`config.mk`:
```
export PLATFORM = sky130hd
export DESIGN_NAME = matvec3
export DESIGN_NICKNAME = d
export VERILOG_FILES = /design/src/matvec_ctrl_pkg.sv /design/src/matvec_dims_pkg.sv /design/src/operand_bus_if.sv /design/src/matvec3.sv /design/src/matvec_sequencer.sv /design/src/mac_unit.sv /design/src/operand_store.sv
export SDC_FILE = /design/constraint.sdc
export NUM_CORES = 1
export LEC_CHECK = 0
export ABC_AREA = 1
export ABC_CLOCK_PERIOD_IN_PS = 8100
export BUFFER_PORTS_ARGS = -buffer_cell sky130_fd_sc_hd__buf_4
export CAP_MARGIN = 10
export CORE_UTILIZATION = 45
export DETAILED_ROUTE_END_ITERATION = 8
export PLACE_DENSITY_LB_ADDON = 0.1
export SETUP_SLACK_MARGIN = 0.5
export SLEW_MARGIN = 10
export SYNTH_ARGS = -nofsm -noshare
export SYNTH_HDL_FRONTEND = slang
export SYNTH_SLANG_ARGS = --single-unit
```
`constraint.sdc`:
```
create_clock -name clk -period 8.1 [get_ports clk]
set_input_delay 0.405 -clock clk [delete_from_list [all_inputs] [get_ports clk]]
set_output_delay 0.405 -clock clk [all_outputs]
set_load 0.005 [all_outputs]
```
`src/matvec_ctrl_pkg.sv`:
```
// ######################################
// sequencer control definitions
// ######################################

package matvec_ctrl_pkg;

    // LOAD takes the twelve input words, ISSUE walks the three terms of a row,
    // DRAIN waits for the last accumulate and PRESENT offers the row result
    typedef enum logic [1:0] {
        LOAD    = 2'd0,
        ISSUE   = 2'd1,
        DRAIN   = 2'd2,
        PRESENT = 2'd3
    } seq_state_t;

    // cycles from address to read data in the operand store
    localparam int READ_LATENCY = 1;

endpackage

```
`src/matvec_dims_pkg.sv`:
```
// ######################################
// matrix vector sizes and types
// ######################################

package matvec_dims_pkg;

    // a 3x3 matrix times a 3-element vector
    localparam int MAT_DIM   = 3;
    localparam int MAT_WORDS = MAT_DIM * MAT_DIM;
    localparam int JOB_WORDS = MAT_WORDS + MAT_DIM;   // matrix words first, then the vector

    // sample and result widths
    localparam int SAMPLE_W = 14;
    localparam int ACC_W    = 2 * SAMPLE_W;           // a full product fits exactly

    // one signed input word
    typedef logic signed [SAMPLE_W-1:0] sample_t;

    // signed product, running sum and result
    typedef logic signed [ACC_W-1:0] acc_t;

    // memory addresses
    typedef logic [3:0] w_addr_t;                     // 0 to 8, row-major
    typedef logic [1:0] x_addr_t;                     // 0 to 2

    // counts the words of one job as they arrive
    typedef logic [3:0] load_count_t;

endpackage
```
`src/operand_bus_if.sv`:
```
// ######################################
// operand store write bus
// ######################################

`timescale 1ns/1ps

interface operand_bus_if;
    import matvec_dims_pkg::*;

    logic    wr_en_w;    // write strobe of the matrix memory
    logic    wr_en_x;    // write strobe of the vector memory
    w_addr_t addr_w;     // write and read address of the matrix
    x_addr_t addr_x;     // write and read address of the vector
    sample_t wr_data;

    // the sequencer owns every signal on the bus
    modport sequencer (
        output wr_en_w,
        output wr_en_x,
        output addr_w,
        output addr_x,
        output wr_data
    );

    modport store (
        input wr_en_w,
        input wr_en_x,
        input addr_w,
        input addr_x,
        input wr_data
    );

endinterface

```
`src/matvec3.sv`:
```
// ######################################
// matrix vector unit top level
// ######################################

`timescale 1ns/1ps

module matvec3 (
    input  logic                     clk,
    input  logic                     reset,
    input  logic                     input_valid,
    output logic                     input_ready,
    input  matvec_dims_pkg::sample_t input_data,
    output logic                     output_valid,
    input  logic                     output_ready,
    output matvec_dims_pkg::acc_t    output_data
);
    import matvec_dims_pkg::*;

    sample_t w_operand;
    sample_t x_operand;
    logic    acc_first;
    logic    acc_en;

    // write strobes, addresses and data from the sequencer to the store
    operand_bus_if ops ();

    matvec_sequencer matvec_sequencer_i (
        .clk          (clk),
        .reset        (reset),
        .input_valid  (input_valid),
        .input_ready  (input_ready),
        .input_data   (input_data),
        .output_valid (output_valid),
        .output_ready (output_ready),
        .ops          (ops.sequencer),
        .acc_first    (acc_first),
        .acc_en       (acc_en)
    );

    // the store sits beside the MAC that it feeds
    operand_store operand_store_i (
        .clk       (clk),
        .ops       (ops.store),
        .w_operand (w_operand),
        .x_operand (x_operand)
    );

    mac_unit mac_unit_i (
        .clk       (clk),
        .reset     (reset),
        .w_operand (w_operand),
        .x_operand (x_operand),
        .acc_first (acc_first),
        .acc_en    (acc_en),
        .acc       (output_data)   // the accumulator is the row result
    );

endmodule

```
`src/matvec_sequencer.sv`:
```
// ######################################
// load and compute sequencer
// ######################################

`timescale 1ns/1ps

module matvec_sequencer (
    input  logic                     clk,
    input  logic                     reset,
    input  logic                     input_valid,
    output logic                     input_ready,
    input  matvec_dims_pkg::sample_t input_data,
    output logic                     output_valid,
    input  logic                     output_ready,
    operand_bus_if.sequencer         ops,
    output logic                     acc_first,
    output logic                     acc_en
);
    import matvec_dims_pkg::*;
    import matvec_ctrl_pkg::*;

    seq_state_t  state;
    load_count_t load_count;    // index of the next input word of the job
    logic [1:0]  row;           // row being computed or presented
    x_addr_t     term;          // column of the term being issued

    logic in_fire;
    logic out_fire;
    logic issue;

    // one bit per cycle of read latency, so each term's controls meet its operands
    logic [READ_LATENCY-1:0] en_pipe;
    logic [READ_LATENCY-1:0] first_pipe;
    logic [READ_LATENCY-1:0] last_pipe;

    // both handshakes come straight from the state, so they can never be high together
    assign input_ready  = (state == LOAD);
    assign output_valid = (state == PRESENT);

    assign in_fire  = input_valid && input_ready;
    assign out_fire = output_valid && output_ready;
    assign issue    = (state == ISSUE);

    // words 0 to 8 go to the matrix, words 9 to 11 to the vector
    assign ops.wr_data = input_data;
    assign ops.wr_en_w = in_fire && (load_count < MAT_WORDS);
    assign ops.wr_en_x = in_fire && (load_count >= MAT_WORDS);

    // addresses follow the word count while loading and the row and term otherwise
    always_comb begin
        if (state == LOAD) begin
            ops.addr_w = w_addr_t'(load_count);
            ops.addr_x = x_addr_t'(load_count - load_count_t'(MAT_WORDS));
        end else begin
            ops.addr_w = w_addr_t'(row * MAT_DIM + term);   // row-major element W[row][term]
            ops.addr_x = term;
        end
    end

    always_ff @(posedge clk) begin
        if (reset) begin
            state      <= LOAD;
            load_count <= '0;
            row        <= '0;
            term       <= '0;
        end else begin
            case (state)
                LOAD: begin
                    if (in_fire) begin
                        if (load_count == load_count_t'(JOB_WORDS - 1)) begin
                            load_count <= '0;
                            state      <= ISSUE;   // input_ready drops with the 12th word
                        end else begin
                            load_count <= load_count + 1'b1;
                        end
                    end
                end

                // one address pair per cycle, the reads overlap the accumulates
                ISSUE: begin
                    if (term == x_addr_t'(MAT_DIM - 1)) begin
                        term  <= '0;
                        state <= DRAIN;
                    end else begin
                        term <= term + 1'b1;
                    end
                end

                // leave once the last term of the row is being accumulated
                DRAIN: begin
                    if (last_pipe[READ_LATENCY-1]) begin
                        state <= PRESENT;
                    end
                end

                PRESENT: begin
                    if (out_fire) begin
                        if (row == 2'(MAT_DIM - 1)) begin
                            row   <= '0;
                            state <= LOAD;         // the whole job is out, take the next one
                        end else begin
                            row   <= row + 1'b1;
                            state <= ISSUE;
                        end
                    end
                end

                default: begin
                    state <= LOAD;
                end
            endcase
        end
    end

    // delay the accumulate controls by the read latency of the store
    always_ff @(posedge clk) begin
        if (reset) begin
            en_pipe    <= '0;
            first_pipe <= '0;
            last_pipe  <= '0;
        end else begin
            en_pipe[0]    <= issue;
            first_pipe[0] <= issue && (term == '0);
            last_pipe[0]  <= issue && (term == x_addr_t'(MAT_DIM - 1));
            for (int i = 1; i < READ_LATENCY; i++) begin
                en_pipe[i]    <= en_pipe[i-1];
                first_pipe[i] <= first_pipe[i-1];
                last_pipe[i]  <= last_pipe[i-1];
            end
        end
    end

    assign acc_en    = en_pipe[READ_LATENCY-1];
    assign acc_first = first_pipe[READ_LATENCY-1];

endmodule

```
`src/mac_unit.sv`:
```
// ######################################
// signed multiply accumulate
// ######################################

`timescale 1ns/1ps

module mac_unit (
    input  logic                     clk,
    input  logic                     reset,
    input  matvec_dims_pkg::sample_t w_operand,
    input  matvec_dims_pkg::sample_t x_operand,
    input  logic                     acc_first,
    input  logic                     acc_en,
    output matvec_dims_pkg::acc_t    acc
);
    import matvec_dims_pkg::*;

    acc_t product;
    acc_t sum;

    // both operands are signed, so they are sign extended to the full
    // 28-bit width before the multiply and the product is exact
    assign product = w_operand * x_operand;

    // a sum of three extreme products can pass the 28-bit range
    // and then keeps only its low 28 bits, like the result port
    assign sum = acc + product;

    // the first term of a row loads the product and drops the previous row,
    // so no clear cycle sits between rows
    always_ff @(posedge clk) begin
        if (reset) begin
            acc <= '0;
        end else if (acc_en) begin
            if (acc_first) begin
                acc <= product;
            end else begin
                acc <= sum;
            end
        end
        // without acc_en the result holds, which keeps it stable under back-pressure
    end

endmodule

```
`src/operand_store.sv`:
```
// ######################################
// matrix and vector operand store
// ######################################

`timescale 1ns/1ps

module operand_store (
    input  logic                     clk,
    operand_bus_if.store             ops,
    output matvec_dims_pkg::sample_t w_operand,
    output matvec_dims_pkg::sample_t x_operand
);
    import matvec_dims_pkg::*;

    sample_t mem_w [MAT_WORDS];   // matrix, row-major
    sample_t mem_x [MAT_DIM];     // vector

    // the matrix memory writes on its strobe and reads its address every cycle
    // a read of the address being written returns the old word
    always_ff @(posedge clk) begin
        if (ops.wr_en_w) begin
            mem_w[ops.addr_w] <= ops.wr_data;
        end
        w_operand <= mem_w[ops.addr_w];
    end

    // same for the vector, on its own strobe and address
    always_ff @(posedge clk) begin
        if (ops.wr_en_x) begin
            mem_x[ops.addr_x] <= ops.wr_data;
        end
        x_operand <= mem_x[ops.addr_x];   // one cycle after the address
    end

endmodule

```
## Word level (Yosys, flattened, before mapping)

Memory sizes are Yosys's and may differ from the RTL's. A register that Yosys moved wholly into a read port is not among the register bits.
Cells that the tools add are included.

| storage, ports and cells | value |
|---|---|
| register bits | 41 |
| memories kept | 2 |
| RAM bits | 168 |

| cells by class | value |
|---|---|
| eq/ne operators | 11 |
| reduce and logical (&&, ||, !) cells | 11 |
| $mul | 2 |
| $lt $le $gt $ge | 2 |
| mux-type cells | 17 |
| $add $sub $neg | 6 |

Memory list:

| memory | words | bits a word | read ports | clocked after memory_dff | wr ports | line | source |
|---|---|---|---|---|---|---|---|
| operand_store_i.mem_w | 9 | 14 | 1 | 1 | 1 | operand_store.sv:15 | `sample_t mem_w [MAT_WORDS];` |
| operand_store_i.mem_x | 3 | 14 | 1 | 1 | 1 | operand_store.sv:16 | `sample_t mem_x [MAT_DIM];` |

Operator list:

| cell | number |
|---|---|
| adder 28 bit | 1 |
| multiplier 14 x 14 -> 28 bit | 1 |
| 2-to-1 mux 28 bit | 1 |
| 2-to-1 mux 2 bit | 8 |
| == test 2 bit (second input constant) | 4 |
| 2-to-1 mux 4 bit | 2 |
| inequality test 2 bit (second input constant) | 4 |
| case mux 2 bit (4 select lines) | 1 |
| logical AND 1 bit | 6 |
| 2-to-1 mux 1 bit | 5 |
| AND reduction 5 bit | 1 |
| adder 2 x 1 -> 2 bit (second input constant) | 2 |
| adder 4 x 1 -> 4 bit (second input constant) | 1 |
| adder 4 x 2 -> 4 bit | 1 |
| == test 4 bit (second input constant) | 1 |
| greater-or-equal comparator 4 bit (second input constant) | 1 |
| zero test 2 bit | 2 |
| < comparator 4 bit (second input constant) | 1 |
| multiplier 2 x 2 -> 4 bit (second input constant) | 1 |
| AND reduction 2 bit | 2 |
| == test 2 x 1 -> 1 bit (second input constant) | 1 |
| inequality test 2 x 1 -> 1 bit (second input constant) | 1 |
| subtractor 2 x 1 -> 2 bit (second input constant) | 1 |

## Longest topological paths before layout

| logic depth | value |
|---|---|
| word-level depth | 5 |
| depth in mapped cells | 41 |
| mapped depth without buffers | 40 |

## Modules after synthesis

Synthesis repeated with hierarchy kept, for this count alone.

| second synthesis, totals | value |
|---|---|
| cells, all modules | 2389 |
| area total of the unflattened synthesis | 19582.5 um^2 |

Modules (own cells, without submodules):

| module | times used | area each (um^2) | sequential area each (um^2) | cells an instance |
|---|---|---|---|---|
| mac_unit | 1 | 11337.1 | 560.5 | 1650 |
| operand_store | 1 | 7295.7 | 5605.4 | 617 |
| matvec_sequencer | 1 | 949.7 | 260.2 | 122 |

## Worst setup path after synthesis

No wires, ideal clock.

| timing path | value |
|---|---|
| path kind | register to register |
| start | reg operand_store_i.w_operand[13], read port of operand_store_i.mem_w |
| end | reg mac_unit_i.acc[27] |
| required time | 7.991 ns |
| stages on the path, launching flop included | 32 |
| arrival time | 6.441 ns |
| clock period less this slack | 6.550 ns |
| path slack | 1.550 ns |
| path through | dfxtp_1 > clkbuf_1 > nand2_1 > fa_1 > fa_1 > inv_1 > fa_1 > fa_1 > fa_1 > inv_1 > fa_1 > inv_1 > ha_1 > nand2_1 > nor3_1 > nand4_1 > nand3_1 > nand2_1 > and2_1 > ha_1 > a21oi_1 > nand2_1 > nand2_1 > nand2_1 > a21oi_1 > nand2_1 > nand2_1 > nand3_1 > nand2_1 > nand3_1 > nand2_1 > inv_1 |

| between the ends | value |
|---|---|
| cells in the longest elaborated chain, start to end | 3 |

Ends and longest elaborated chain:

| element | line | source |
|---|---|---|
| start: declaration | operand_store.sv:10 | `output matvec_dims_pkg::sample_t w_operand,` |
| multiplier 14 x 14 -> 28 bit * | mac_unit.sv:23 | `assign product = w_operand * x_operand;` |
| adder 28 bit | mac_unit.sv:27 | `assign sum = acc + product;` |
| 2-to-1 mux 28 bit * | mac_unit.sv:35 | `if (acc_first) begin` |
| end signal: assignment | mac_unit.sv:36 | `acc <= product;` |
| end signal: assignment | mac_unit.sv:38 | `acc <= sum;` |
| end: declaration | mac_unit.sv:14 | `output matvec_dims_pkg::acc_t acc` |

Every way passes the cells marked *; elsewhere a longest branch is shown, timed or not.
A chain may end at the register's enable or synchronous reset.

## Final worst setup path

| timing path | value |
|---|---|
| start | reg operand_store_i.x_operand[2], read port of operand_store_i.mem_x |
| end | reg mac_unit_i.acc[27] |

| between the ends | value |
|---|---|
| cells in the longest elaborated chain, start to end | 3 |

Ends and longest elaborated chain:

| element | line | source |
|---|---|---|
| start: declaration | operand_store.sv:11 | `output matvec_dims_pkg::sample_t x_operand` |
| multiplier 14 x 14 -> 28 bit * | mac_unit.sv:23 |  |
| adder 28 bit | mac_unit.sv:27 |  |
| 2-to-1 mux 28 bit * | mac_unit.sv:35 |  |

Marks and branches as above.

==> results.toml <==
[clocking]
cts_root_buffer = "clkbuf_16"
clock_path_buffers = 3
htree_levels = 1
cts_tree = "built"
path_clk_slew_ns = 0.06
cts.sinks = 237
clock_latency_ns = 0.54
cts_hold_buf = 0
cts_buffers = 27

[logic_synthesis]
synthSimpleGateAreaFrac_pct = 19.01
postSynthCellCount = 2241
yosys_warnings = 0
synthXorXnorAreaFrac_pct = 0.9385
synth-seq-cells = 237
synth_adder_area_share_pct = 27.37
yosysSeqAreaShare_pct = 33.01
syn_nets = 2566
netlist_area_sq_um = 19460
synthFlopType = "edfxtp_1"
muxShareOfSynthArea_pct = 0
async_flop_share_pct = 0
synth.distinct_cells = 52
synth_top_family_by_area = "adder cells"
synth_edf_count = 168
synth_compound_area_share_pct = 8.273
syn_area_per_cell_sq_um = 8.686

[setup_path]
critPathMostFrequentCell = "nand2_1"
worstPathArrival_ns = 7.61
cp-end-kind = "flop"
worstSetupPathType = "flop to flop"
r2r_slack_ns = 0.93
r2r-end = "mac_unit_i.acc[27]"
cp.required_ns = 8.54
slowest_stage = "fa_2"
r2r_cells = 31
startpoint = "operand_store_i.x_operand[2]"
crit_fanout = 14
critPathLaunchType = "flop"
max_stage_delay_ns = 0.67
regToRegStartpoint = "operand_store_i.x_operand[2]"

[cells_and_area]
stdcell_area_sq_um = 21360
drive_gt1_share_pct = 10.10
final_cell_mix = "600 x nand2_1, 487 x inv_1, 196 x fa_1"
mostFrequentLayoutCell = "nand2_1"
fin_nets = 2604
area_growth_pct = 9.732
antenna_cells = 0
final_core_util_pct = 50.47

[place]
post_dp_cell_area_sq_um = 20390
port_buffers = 47
gp_congestion = 0.9443
hpwlAfterDp_mm = 38.16

[timing]
slew_violations = 0
max-slew-margin-rel_pct = 17.76
finalHoldViolations = 0
tns_ns = 0
rsz0062_at_grt = "false"
min_period_ns = 7.168
fmax_ghz = 0.1395
fin_crit_sh_pct = 88.50
worst_pin_slew_ns = 1.227
skew_ns = 0.01592
setup_viol = 0

[global_route]
antenna_found_initial = 1
grt_util_all_layers_pct = 23.07
grt_max_degree = 44
grt_overflow_total = 0
grt_pass1_wl_mm = 79.00
first_global_vias = 14820

[drt]
firstDrtPassIters = 5
routed_wl_mm = 48.88
wl_per_cell_microns = 17.00
routed_via_density = 5.017
drtIter0Drc = 763
final_antenna_net_count = 0
dr_total_vias = 14430
drc = 0

[worst_hold_path]
hold_path_depth = 1
min_from = "input_data[0]"
hold_path_class = "input pin to flop"
min_to = "operand_store_i.mem_w[3][0]"

[die]
die_w_microns = 210.0
io_pins = 48
start_util_pct = 45.99
fp-row-count = 75
fp.coreArea_sq_um = 42320
die_h_microns = 210.0
die_area_sq_um = 44090

[run_status]
status = "finished clean"

[flow_run]
max_cap_viol_count = 0
[metrics by stage]
stage                     cells  hold slack (ns)  setup slack, ns
final                      2875           0.1457           0.9319
after CTS                  2871           0.1343           0.5669
after detailed placement   2823           0.4376           0.4721
after global routing       2875           0.1441           0.5101
after global placement     2823           0.4467           0.4155
after floorplan            2241           0.4312            1.550
[how the worst max path moves through the flow]
| stage | end | slack (ns) | depth (start not counted) |
|---|---|---|---|
| floorplan | mac_unit_i.acc[27] | 1.55 | 31 |
| global placement | mac_unit_i.acc[27] | 0.42 | 31 |
| detailed placement | mac_unit_i.acc[27] | 0.47 | 31 |
| CTS | mac_unit_i.acc[27] | 0.57 | 33 |
| global route | mac_unit_i.acc[25] | 0.51 | 30 |
| finish | mac_unit_i.acc[27] | 0.93 | 31 |
[synthesized netlist by cell type (3+ instances only)]
library cell	instances	area share, %
nand2_1	600	12
inv_1	487	9.4
fa_1	198	20
edfxtp_1	168	26
ha_1	109	7.0
nand3_1	103	2.6
nor2_1	97	1.9
a21oi_1	94	2.4
dfxtp_1	69	7.1
o21ai_0	45	1.2
clkbuf_1	44	0.85
nand4_1	30	0.96
a22oi_2	16	1.0
nor3_1	15	0.39
o211ai_2	15	0.96
a22oi_1	12	0.46
o21bai_1	12	0.46
xor2_1	11	0.49
buf_6	9	0.52
o211ai_1	9	0.35
a31oi_1	8	0.26
xnor2_1	8	0.36
or2_2	7	0.22
a221oi_2	6	0.46
and2_1	6	0.19
nand2_2	6	0.19
inv_2	5	0.096
nor2_2	5	0.16
inv_4	4	0.13
nand2_4	4	0.23
a211oi_1	3	0.12
buf_2	3	0.077
nand3_2	3	0.15
nand3b_1	3	0.12
o21ai_1	3	0.077
o21ai_2	3	0.14
[routing by layer]
layer,up-vias,GRT usage [%],wire length (microns)
met3,74,1.922,1607
li1,7085,-,-
met1,6983,29.18,21250
met2,283,42.22,24730
met5,-,0,0
met4,0,6.242,1285
[what timing repair did]
action,in CTS,in global routing
pin swaps,0,1
gates resized for setup,3,32
endpoints found under the setup margin,1,8
hold endpoints to repair,0,0
buffers inserted,0,4
[layout make-up]
type,count,area (sq um)
clock buffers,32,734.5
clock inverters,16,148.9
fillers,4002,20960
inverters,497,1883
multi-input cells,1446,10870
flip-flops and latches,237,6475
well taps,577,721.9
repair buffers,70,525.5
[registers in the layout (all words and copies together), names as in the netlist]
register                       flops
matvec_sequencer_i.term            2
matvec_sequencer_i.last_pipe       1
operand_store_i.w_operand         14
operand_store_i.mem_x             42
mac_unit_i.acc                    28
matvec_sequencer_i.state           2
matvec_sequencer_i.acc_en          1
operand_store_i.mem_w            126
matvec_sequencer_i.load_count      4
operand_store_i.x_operand         14
matvec_sequencer_i.row             2
matvec_sequencer_i.acc_first       1
[critical path: cells and delay by family, from the launching register on]
kind	cells	cell delay (ns)
adders and majority gates	8	3.97
DFF	1	0.47
buffers and inverters	6	0.41
and+or+nand+nor	17	2.20
[cell families after synthesis]
family,count (synthesis)
AOI/OAI and AO/OA,233
xor gates and xnor gates,20
adders and majority gates,307
buffers and inverters,558
DFF,237
and+or+nand+nor,886
Power is left out: the tool's default activity adds up to more than one toggle a clock period on the data nets, which glitch-free logic cannot reach.
